<file path="src/rtl/mips_isa_pkg.sv">
`default_nettype none

package mips_isa_pkg;

  localparam int word_w     = 32;
  localparam int reg_addr_w = 5;

  typedef logic [word_w-1:0]     word_t;
  typedef logic [reg_addr_w-1:0] reg_addr_t;

  localparam reg_addr_t reg_zero = '0;

  // primary opcode, instr[31:26]
  typedef enum logic [5:0] {
    op_rtype = 6'b000000,
    op_lw    = 6'b100011,
    op_sw    = 6'b101011,
    op_addi  = 6'b001000,
    op_addiu = 6'b001001,
    op_slti  = 6'b001010,
    op_sltiu = 6'b001011,
    op_ori   = 6'b001101,
    op_lui   = 6'b001111
  } opcode_e;

  // r-type function field, instr[5:0]
  typedef enum logic [5:0] {
    fn_add  = 6'b100000,
    fn_addu = 6'b100001,
    fn_sub  = 6'b100010,
    fn_subu = 6'b100011,
    fn_and  = 6'b100100,
    fn_or   = 6'b100101,
    fn_slt  = 6'b101010,
    fn_sltu = 6'b101011
  } funct_e;

  typedef enum logic [2:0] {
    alu_and = 3'b000,
    alu_or  = 3'b001,
    alu_add = 3'b010,
    alu_sub = 3'b110,
    alu_slt = 3'b111
  } alu_op_e;

  // how the 16-bit immediate becomes a word
  typedef enum logic [1:0] {
    imm_sign  = 2'b00,
    imm_zero  = 2'b01,
    imm_upper = 2'b10
  } imm_kind_e;

endpackage

`default_nettype wire

</file>
<file path="src/rtl/mips_pipe_pkg.sv">
`default_nettype none

package mips_pipe_pkg;

  // decoded controls for one instruction
  typedef struct packed {
    logic                    reg_write;
    logic                    mem_to_reg;
    logic                    mem_write;
    logic                    alu_src;
    logic                    reg_dst;
    mips_isa_pkg::imm_kind_e imm_kind;
    mips_isa_pkg::alu_op_e   alu_op;
  } ctrl_t;

  // ------------------------------
  // pipeline registers
  // ------------------------------
  typedef struct packed {
    ctrl_t                   ctrl;
    mips_isa_pkg::word_t     rs_val;
    mips_isa_pkg::word_t     rt_val;
    mips_isa_pkg::word_t     imm;
    mips_isa_pkg::reg_addr_t rs;
    mips_isa_pkg::reg_addr_t rt;
    mips_isa_pkg::reg_addr_t dest;
  } id_ex_t;

  typedef struct packed {
    logic                    reg_write;
    logic                    mem_to_reg;
    logic                    mem_write;
    mips_isa_pkg::word_t     alu_result;
    mips_isa_pkg::word_t     store_data;
    mips_isa_pkg::reg_addr_t dest;
  } ex_mem_t;

  typedef struct packed {
    logic                    reg_write;
    logic                    mem_to_reg;
    mips_isa_pkg::word_t     alu_result;
    mips_isa_pkg::word_t     load_data;
    mips_isa_pkg::reg_addr_t dest;
  } mem_wb_t;

  // operand source in execute
  typedef enum logic [1:0] {
    fwd_none = 2'b00,
    fwd_wb   = 2'b01,
    fwd_mem  = 2'b10
  } fwd_sel_e;

  typedef struct packed {
    logic                write;
    mips_isa_pkg::word_t addr;
    mips_isa_pkg::word_t wdata;
  } dmem_req_t;

endpackage

`default_nettype wire

</file>
<file path="src/rtl/mips_decoder.sv">
`timescale 1ns/1ps
`default_nettype none

module mips_decoder (
  input  wire mips_isa_pkg::opcode_e opcode,
  input  wire mips_isa_pkg::funct_e  funct,
  output mips_pipe_pkg::ctrl_t       ctrl
);

  always_comb
  begin
    // anything not matched below stays a no-op
    ctrl = '0;
    case (opcode)
      mips_isa_pkg::op_rtype:
      begin
        ctrl.reg_write = 1'b1;
        ctrl.reg_dst   = 1'b1;
        case (funct)
          mips_isa_pkg::fn_add, mips_isa_pkg::fn_addu: ctrl.alu_op = mips_isa_pkg::alu_add;
          mips_isa_pkg::fn_sub, mips_isa_pkg::fn_subu: ctrl.alu_op = mips_isa_pkg::alu_sub;
          mips_isa_pkg::fn_and:                        ctrl.alu_op = mips_isa_pkg::alu_and;
          mips_isa_pkg::fn_or:                         ctrl.alu_op = mips_isa_pkg::alu_or;
          mips_isa_pkg::fn_slt, mips_isa_pkg::fn_sltu: ctrl.alu_op = mips_isa_pkg::alu_slt;
          default:                                     ctrl = '0;
        endcase
      end
      mips_isa_pkg::op_lw:
      begin
        ctrl.reg_write  = 1'b1;
        ctrl.mem_to_reg = 1'b1;
        ctrl.alu_src    = 1'b1;
        ctrl.alu_op     = mips_isa_pkg::alu_add;
      end
      mips_isa_pkg::op_sw:
      begin
        ctrl.mem_write = 1'b1;
        ctrl.alu_src   = 1'b1;
        ctrl.alu_op    = mips_isa_pkg::alu_add;
      end
      // no overflow trap, so addi and addiu behave the same
      mips_isa_pkg::op_addi, mips_isa_pkg::op_addiu:
      begin
        ctrl.reg_write = 1'b1;
        ctrl.alu_src   = 1'b1;
        ctrl.alu_op    = mips_isa_pkg::alu_add;
      end
      mips_isa_pkg::op_slti, mips_isa_pkg::op_sltiu:
      begin
        ctrl.reg_write = 1'b1;
        ctrl.alu_src   = 1'b1;
        ctrl.alu_op    = mips_isa_pkg::alu_slt;
      end
      mips_isa_pkg::op_ori:
      begin
        ctrl.reg_write = 1'b1;
        ctrl.alu_src   = 1'b1;
        ctrl.imm_kind  = mips_isa_pkg::imm_zero;
        ctrl.alu_op    = mips_isa_pkg::alu_or;
      end
      // rs field is r0 for lui, so or with it passes the shifted value
      mips_isa_pkg::op_lui:
      begin
        ctrl.reg_write = 1'b1;
        ctrl.alu_src   = 1'b1;
        ctrl.imm_kind  = mips_isa_pkg::imm_upper;
        ctrl.alu_op    = mips_isa_pkg::alu_or;
      end
      default:
      begin
        ctrl = '0;
      end
    endcase
  end

endmodule

`default_nettype wire

</file>
<file path="src/rtl/mips_regfile.sv">
`timescale 1ns/1ps
`default_nettype none

module mips_regfile (
  input  wire                          clk,
  input  wire                          rst_n,
  input  wire mips_isa_pkg::reg_addr_t ra1,
  input  wire mips_isa_pkg::reg_addr_t ra2,
  output mips_isa_pkg::word_t          rd1,
  output mips_isa_pkg::word_t          rd2,
  input  wire                          we,
  input  wire mips_isa_pkg::reg_addr_t wa,
  input  wire mips_isa_pkg::word_t     wd
);

  mips_isa_pkg::word_t regs [32];
  logic                wr_live;

  // r0 is never written, so it reads as zero
  assign wr_live = we && (wa != mips_isa_pkg::reg_zero);

  always_ff @(posedge clk or negedge rst_n)
  begin
    if (!rst_n)
    begin
      for (int i = 0; i < 32; i++)
      begin
        regs[i] <= '0;
      end
    end
    else if (wr_live)
    begin
      regs[wa] <= wd;
    end
  end

  // write-through so decode sees the value retiring this cycle
  assign rd1 = (wr_live && wa == ra1) ? wd : regs[ra1];
  assign rd2 = (wr_live && wa == ra2) ? wd : regs[ra2];

endmodule

`default_nettype wire

</file>
<file path="src/rtl/mips_hazard_unit.sv">
`timescale 1ns/1ps
`default_nettype none

module mips_hazard_unit (
  input  wire mips_isa_pkg::reg_addr_t id_rs,
  input  wire mips_isa_pkg::reg_addr_t id_rt,
  input  wire mips_pipe_pkg::id_ex_t   id_ex,
  input  wire mips_pipe_pkg::ex_mem_t  ex_mem,
  input  wire mips_pipe_pkg::mem_wb_t  mem_wb,
  output mips_pipe_pkg::fwd_sel_e      fwd_a,
  output mips_pipe_pkg::fwd_sel_e      fwd_b,
  output logic                         stall
);

  // memory stage wins over writeback and r0 never forwards
  function automatic mips_pipe_pkg::fwd_sel_e pick_source(
    input mips_isa_pkg::reg_addr_t src,
    input mips_pipe_pkg::ex_mem_t  mem_st,
    input mips_pipe_pkg::mem_wb_t  wb_st
  );
    mips_pipe_pkg::fwd_sel_e sel;
    sel = mips_pipe_pkg::fwd_none;
    if (src != mips_isa_pkg::reg_zero)
    begin
      if (mem_st.reg_write && mem_st.dest == src)
      begin
        sel = mips_pipe_pkg::fwd_mem;
      end
      else if (wb_st.reg_write && wb_st.dest == src)
      begin
        sel = mips_pipe_pkg::fwd_wb;
      end
    end
    return sel;
  endfunction

  always_comb
  begin
    fwd_a = pick_source(id_ex.rs, ex_mem, mem_wb);
    fwd_b = pick_source(id_ex.rt, ex_mem, mem_wb);
  end

  // ------------------------------
  // load-use
  // ------------------------------
  // load result only exists after memory so decode holds one cycle
  assign stall = id_ex.ctrl.mem_to_reg &&
                 (id_ex.dest != mips_isa_pkg::reg_zero) &&
                 ((id_ex.dest == id_rs) || (id_ex.dest == id_rt));

endmodule

`default_nettype wire

</file>
<file path="src/rtl/mips_execute.sv">
`timescale 1ns/1ps
`default_nettype none

module mips_execute (
  input  wire mips_pipe_pkg::id_ex_t   id_ex,
  input  wire mips_pipe_pkg::fwd_sel_e fwd_a,
  input  wire mips_pipe_pkg::fwd_sel_e fwd_b,
  input  wire mips_isa_pkg::word_t     mem_result,
  input  wire mips_isa_pkg::word_t     wb_result,
  output mips_isa_pkg::word_t          alu_result,
  output mips_isa_pkg::word_t          store_data
);

  mips_isa_pkg::word_t src_a;
  mips_isa_pkg::word_t src_b;
  mips_isa_pkg::word_t fwd_b_val;

  function automatic mips_isa_pkg::word_t operand(
    input mips_pipe_pkg::fwd_sel_e sel,
    input mips_isa_pkg::word_t     reg_val,
    input mips_isa_pkg::word_t     mem_val,
    input mips_isa_pkg::word_t     wb_val
  );
    case (sel)
      mips_pipe_pkg::fwd_mem: return mem_val;
      mips_pipe_pkg::fwd_wb:  return wb_val;
      default:                return reg_val;
    endcase
  endfunction

  // ------------------------------
  // operand select
  // ------------------------------
  assign src_a     = operand(fwd_a, id_ex.rs_val, mem_result, wb_result);
  assign fwd_b_val = operand(fwd_b, id_ex.rt_val, mem_result, wb_result);
  assign src_b     = id_ex.ctrl.alu_src ? id_ex.imm : fwd_b_val;

  // stores write the forwarded rt
  assign store_data = fwd_b_val;

  always_comb
  begin
    case (id_ex.ctrl.alu_op)
      mips_isa_pkg::alu_and: alu_result = src_a & src_b;
      mips_isa_pkg::alu_or:  alu_result = src_a | src_b;
      mips_isa_pkg::alu_add: alu_result = src_a + src_b;
      mips_isa_pkg::alu_sub: alu_result = src_a - src_b;
      mips_isa_pkg::alu_slt: alu_result = {31'd0, $signed(src_a) < $signed(src_b)};
      default:               alu_result = '0;
    endcase
  end

endmodule

`default_nettype wire

</file>
<file path="src/rtl/mips_core.sv">
`timescale 1ns/1ps
`default_nettype none

module mips_core #(
  parameter mips_isa_pkg::word_t reset_pc = 32'h0000_0000
) (
  input  wire                      clk,
  input  wire                      rst_n,
  output mips_isa_pkg::word_t      pc,
  input  wire mips_isa_pkg::word_t instr,
  output mips_pipe_pkg::dmem_req_t dmem,
  input  wire mips_isa_pkg::word_t dmem_rdata
);

  mips_isa_pkg::word_t     if_id_instr;
  mips_isa_pkg::reg_addr_t id_rs;
  mips_isa_pkg::reg_addr_t id_rt;
  mips_isa_pkg::reg_addr_t id_rd;
  mips_pipe_pkg::ctrl_t    id_ctrl;
  mips_isa_pkg::word_t     id_rs_val;
  mips_isa_pkg::word_t     id_rt_val;
  mips_isa_pkg::word_t     id_imm;
  mips_pipe_pkg::id_ex_t   id_ex_d;
  mips_pipe_pkg::id_ex_t   id_ex;
  mips_pipe_pkg::ex_mem_t  ex_mem;
  mips_pipe_pkg::mem_wb_t  mem_wb;
  mips_pipe_pkg::fwd_sel_e fwd_a;
  mips_pipe_pkg::fwd_sel_e fwd_b;
  mips_isa_pkg::word_t     ex_alu_result;
  mips_isa_pkg::word_t     ex_store_data;
  mips_isa_pkg::word_t     wb_result;
  logic                    stall;

  // ------------------------------
  // fetch
  // ------------------------------
  always_ff @(posedge clk or negedge rst_n)
  begin
    if (!rst_n)
    begin
      pc          <= reset_pc;
      if_id_instr <= '0;
    end
    else if (!stall)
    begin
      pc          <= pc + 32'd4;
      if_id_instr <= instr;
    end
  end

  // ------------------------------
  // decode
  // ------------------------------
  assign id_rs = if_id_instr[25:21];
  assign id_rt = if_id_instr[20:16];
  assign id_rd = if_id_instr[15:11];

  mips_decoder u_decoder (
    .opcode (mips_isa_pkg::opcode_e'(if_id_instr[31:26])),
    .funct  (mips_isa_pkg::funct_e'(if_id_instr[5:0])),
    .ctrl   (id_ctrl)
  );

  mips_regfile u_regfile (
    .clk   (clk),
    .rst_n (rst_n),
    .ra1   (id_rs),
    .ra2   (id_rt),
    .rd1   (id_rs_val),
    .rd2   (id_rt_val),
    .we    (mem_wb.reg_write),
    .wa    (mem_wb.dest),
    .wd    (wb_result)
  );

  always_comb
  begin
    case (id_ctrl.imm_kind)
      mips_isa_pkg::imm_zero:  id_imm = {16'h0000, if_id_instr[15:0]};
      mips_isa_pkg::imm_upper: id_imm = {if_id_instr[15:0], 16'h0000};
      default:                 id_imm = {{16{if_id_instr[15]}}, if_id_instr[15:0]};
    endcase
  end

  always_comb
  begin
    id_ex_d.ctrl   = id_ctrl;
    id_ex_d.rs_val = id_rs_val;
    id_ex_d.rt_val = id_rt_val;
    id_ex_d.imm    = id_imm;
    id_ex_d.rs     = id_rs;
    id_ex_d.rt     = id_rt;
    id_ex_d.dest   = id_ctrl.reg_dst ? id_rd : id_rt;
    // bubble into execute while decode waits on a load
    if (stall)
    begin
      id_ex_d.ctrl = '0;
    end
  end

  mips_hazard_unit u_hazard (
    .id_rs  (id_rs),
    .id_rt  (id_rt),
    .id_ex  (id_ex),
    .ex_mem (ex_mem),
    .mem_wb (mem_wb),
    .fwd_a  (fwd_a),
    .fwd_b  (fwd_b),
    .stall  (stall)
  );

  // ------------------------------
  // execute
  // ------------------------------
  mips_execute u_execute (
    .id_ex      (id_ex),
    .fwd_a      (fwd_a),
    .fwd_b      (fwd_b),
    .mem_result (ex_mem.alu_result),
    .wb_result  (wb_result),
    .alu_result (ex_alu_result),
    .store_data (ex_store_data)
  );

  // pipeline registers behind decode
  always_ff @(posedge clk or negedge rst_n)
  begin
    if (!rst_n)
    begin
      id_ex  <= '0;
      ex_mem <= '0;
      mem_wb <= '0;
    end
    else
    begin
      id_ex             <= id_ex_d;
      ex_mem.reg_write  <= id_ex.ctrl.reg_write;
      ex_mem.mem_to_reg <= id_ex.ctrl.mem_to_reg;
      ex_mem.mem_write  <= id_ex.ctrl.mem_write;
      ex_mem.alu_result <= ex_alu_result;
      ex_mem.store_data <= ex_store_data;
      ex_mem.dest       <= id_ex.dest;
      mem_wb.reg_write  <= ex_mem.reg_write;
      mem_wb.mem_to_reg <= ex_mem.mem_to_reg;
      mem_wb.alu_result <= ex_mem.alu_result;
      mem_wb.load_data  <= dmem_rdata;
      mem_wb.dest       <= ex_mem.dest;
    end
  end

  // memory port straight from ex/mem
  assign dmem.write = ex_mem.mem_write;
  assign dmem.addr  = ex_mem.alu_result;
  assign dmem.wdata = ex_mem.store_data;

  assign wb_result = mem_wb.mem_to_reg ? mem_wb.load_data : mem_wb.alu_result;

endmodule

`default_nettype wire

</file>
<file path="config.mk">
export PLATFORM = sky130hd
export DESIGN_NAME = mips_core
export DESIGN_NICKNAME = d
export VERILOG_FILES = /design/src/rtl/mips_isa_pkg.sv /design/src/rtl/mips_pipe_pkg.sv /design/src/rtl/mips_decoder.sv /design/src/rtl/mips_regfile.sv /design/src/rtl/mips_hazard_unit.sv /design/src/rtl/mips_execute.sv /design/src/rtl/mips_core.sv
export SDC_FILE = /design/constraint.sdc
export NUM_CORES = 2
export LEC_CHECK = 0
export ABC_CLOCK_PERIOD_IN_PS = 9700
export BUFFER_PORTS_ARGS = -buffer_cell sky130_fd_sc_hd__buf_2
export CORE_MARGIN = 1.5
export CORE_UTILIZATION = 49
export CTS_CLUSTER_SIZE = 24
export DETAILED_ROUTE_END_ITERATION = 7
export PLACE_DENSITY = 0.66
export SLEW_MARGIN = 20
export SYNTH_ARGS = -nofsm -noshare
export SYNTH_HDL_FRONTEND = slang
export SYNTH_SLANG_ARGS = --single-unit
</file>
<file path="constraint.sdc">
create_clock -name clk -period 9.7 [get_ports clk]
set_input_delay 1.94 -clock clk [delete_from_list [all_inputs] [get_ports clk]]
set_output_delay 1.94 -clock clk [all_outputs]
set_load 0.02 [all_outputs]
</file>
==> results.tsv <==
stage	metric	value	unit
synth	async_reset_ff_share	100	%
detailed_routing	wl_per_cell	26.8	µm
sta	fin_crit_sh	64.9	%
clocking	cts_made_buffers	143	
setup_path	start_kind	register	
clocking	path_clk_slew	0.06	ns
synth	syn_avg_cell_area	11.3	µm²
layout	fillers	11800	
pwr	totalPowerFinal	14.7	mW
floorplanning	fp.dieW	380	µm
clocking	cts_resized	0	
detailed_routing	ant_nets	0	
setup_path	critPathCaptureType	register	
sta	skew	0.0216	ns
setup_path	cp_slowest_stage_delay	0.67	ns
global_route	grt_max_degree	172	
synth	synth.distinct_cells	81	
sta	hold_viol	0	
global_route	grt_pass1_vias	49700	
layout	multi_input_area	0.0331	mm²
layout	final_cell_mix	dfrtp_1, a21oi_1, nor2_1	
global_route	grt_pass1_wl	321000	µm
setup_path	arrival	6.93	ns
run	maxCapViolCount	0	
setup_path	rr_worst_depth	20	
hold_path	hold_path_depth	0	
sta	tns	0	ns
synth	ys_warn_count	0	
clocking	cts_root_buffer	clkbuf_16	
sta	slew_viol_final	0	
setup_path	cp_slowest_cell	dfrtp_1	
setup_path	crit_path_cell_trace	xor2_1 > nor3_1 > nand3_1 > nor3_1 > ha_2 > buf_4 > nor2_1 > a21oi_1 > o21ai_0 > ha_1 > fa_1 > nor2_1 > o311ai_1 > a211oi_1 > o211ai_1 > a21boi_1 > nor2_1 > o211ai_1 > a211oi_1 > or3b_1	
placement	dp_hpwl	126000	µm
pwr	peakVddDrop	0.000151	V
clocking	cts_buffer_depth	3	
layout	drive_gt1_share	21.7	%
floorplanning	die_area	0.145	mm²
synth	synth_edf_count	0	
hold_path	hp-class	register to register	
layout	nNetsFinal	6078	
clocking	clk_latency	0.78	ns
pwr	power_per_cell_area	193	mW/mm²
detailed_routing	drtIter0Drc	5130	
detailed_routing	drc	0	
detailed_routing	wl	212000	µm
detailed_routing	dr_total_vias	49800	
layout	area_growth	9.49	%
placement	gp_congestion	0.947	
synth	ys_ff_latch	1347	
synth	synth_flop_cell	dfrtp_1	
sta	rsz0062_at_grt	false	
setup_path	critical_path_class	register to register	
synth	synthCells	6143	
setup_path	crit_fanout	38	
sta	max_freq	159	MHz
synth	netlist_area	0.0697	mm²
clocking	cts_hold_buf	0	
sta	final.min_clock_period	6.30	ns
floorplanning	initial_core_util	49.3	%
setup_path	cpMostUsedCell	nor2_1	
global_route	antenna_found_initial	5	
clocking	htreeDepth	4	
sta	max_slew_margin	22.7	%
setup_path	r2r_start	mem_wb[3]	
clocking	clock_sinks	1347	
global_route	track_usage	29.6	%
detailed_routing	first_pass_iters	6	
hold_path	hold_end	dmem[64]	
setup_path	cp.required	10.33	ns
sta	tightest_slew	1.14	ns
setup_path	r2r_setup_slack	3.40	ns
floorplanning	ioPinCount	163	
setup_path	worst_r2r_endpoint	dmem[62]	
global_route	overflow	0	
layout	seq_area	0.0338	mm²
clocking	cts_setup_buffers	0	
floorplanning	die_h	380	µm
placement	numPortBuffers	160	
floorplanning	row_count	138	
floorplanning	core_area	0.141	mm²
pwr	leakage	32.9	nW
detailed_routing	viasPerCell	6.30	
sta	setup_viol	0	
hold_path	worstHoldStart	id_ex[118]	
synth	ys_seq_area_share	48.4	%
run_status	outcome	finished, final reports clean	
layout	final_common_cell	dfrtp_1	
clocking	cts_tree	done	
[report_power, final]
part	total, mW	leakage (nW)	switching (mW)	internal (mW)
Combinational	2.41	12.4	1.34	1.08
Sequential	6.63	18.0	0.481	6.15
Clock	5.65	2.39	2.32	3.33
[layer usage]
layer	GRT usage (%)	part of all wire, %
met1	40.6	41
met5	0	0.0052
met4	11.0	3.8
met2	47.6	48
met3	5.09	7.8
[kinds of logic after synthesis]
| kind of cell | after synthesis | share of synthesized area [%] |
|---|---|---|
| mux | 745 | 22.3 |
| xor+xnor | 94 | 1.18 |
| compound gates | 1578 | 12.6 |
| buf+inv | 795 | 4.78 |
| flops | 1347 | 48.4 |
| other cells | 1 | 0.00538 |
| simple gates | 1473 | 8.78 |
| fa+ha+maj | 110 | 2.00 |
[stage by stage]
stage / cells / utilization, % / worst slack, ns / hold WS [ns] / cell area, µm²
after detailed placement: 7646 / 50.5 / 3.45 / 0.340 / 71500
final: 7908 / 54.0 / 3.40 / 0.358 / 76300
after global routing: 7905 / 54.0 / 2.94 / 0.372 / 76300
after CTS: 7904 / 53.9 / 3.42 / 0.360 / 76300
after floorplan: 6144 / - / 4.76 / 0.331 / 69700
after global placement: 7646 / 50.5 / 3.53 / 0.338 / 71500
[cells in the mapped netlist (5+ instances only)]
master	n	area (µm²)
mux2i_1	34	340
nor2b_1	78	488
and2_1	20	125
a22oi_1	78	586
nor3_1	20	100
mux4_2	640	14400
nand2_1	511	1920
o21a_1	18	135
buf_2	43	215
o2111ai_1	6	52.6
o211ai_1	13	97.6
dfrtp_1	1347	33700
and3_1	14	87.6
nand4_1	11	68.8
o21bai_1	13	97.6
nand3_1	27	135
a211oi_1	75	563
nor2_1	728	2730
a221oi_1	6	52.6
clkbuf_1	495	1860
a21o_1	29	218
o22ai_1	24	150
a21oi_1	763	3820
inv_2	5	18.8
ha_1	108	1350
o31ai_1	10	75.1
mux2_2	71	800
buf_4	73	548
xnor2_1	60	526
a21boi_0	5	37.5
inv_1	130	488
nor4_1	10	62.6
nand2b_1	16	100
a31oi_1	6	37.5
xor2_1	34	298
or3_1	6	37.5
nor3b_1	7	52.6
o21ai_0	493	2470
buf_1	44	165
[state kept, by name, indices dropped and copies added (netlist names)]
signal          flops
u_regfile.regs   1024
id_ex             118
mem_wb             71
dmem               65
if_id_instr        32
pc                 30
ex_mem              7
[critical path, delay by kind of cell, from the launching register on]
| family | cells | cell delay [ns] |
|---|---|---|
| xor gates and xnor gates | 1 | 0.12 |
| DFF | 1 | 0.67 |
| adders and majority gates | 3 | 1.29 |
| and+or+nand+nor | 7 | 1.36 |
| AOI/OAI and AO/OA | 8 | 2.18 |
| buffers and inverters | 1 | 0.48 |
[final cells by class]
type / instances / share of cell area (%)
tap: 1890 / 3.10
clock buffer: 210 / 5.57
timing repair buffer: 271 / 2.36
clock inverter: 48 / 0.743
sequential: 1347 / 44.2
inverter: 137 / 0.674
antenna: 3 / 0.00984
multi-input combinational: 4002 / 43.3
[worst max path at each step]
| stage | from | end | cells past startpoint |
|---|---|---|---|
| CTS | mem_wb[3] | dmem[62] | 20 |
| detailed placement | mem_wb[3] | dmem[62] | 20 |
| global route | mem_wb[3] | dmem[62] | 20 |
| global placement | mem_wb[3] | dmem[62] | 20 |
| finish | mem_wb[3] | dmem[62] | 20 |
| floorplan | mem_wb[2] | dmem[61] | 22 |
Note: power is estimated with default switching activity, not from simulation.
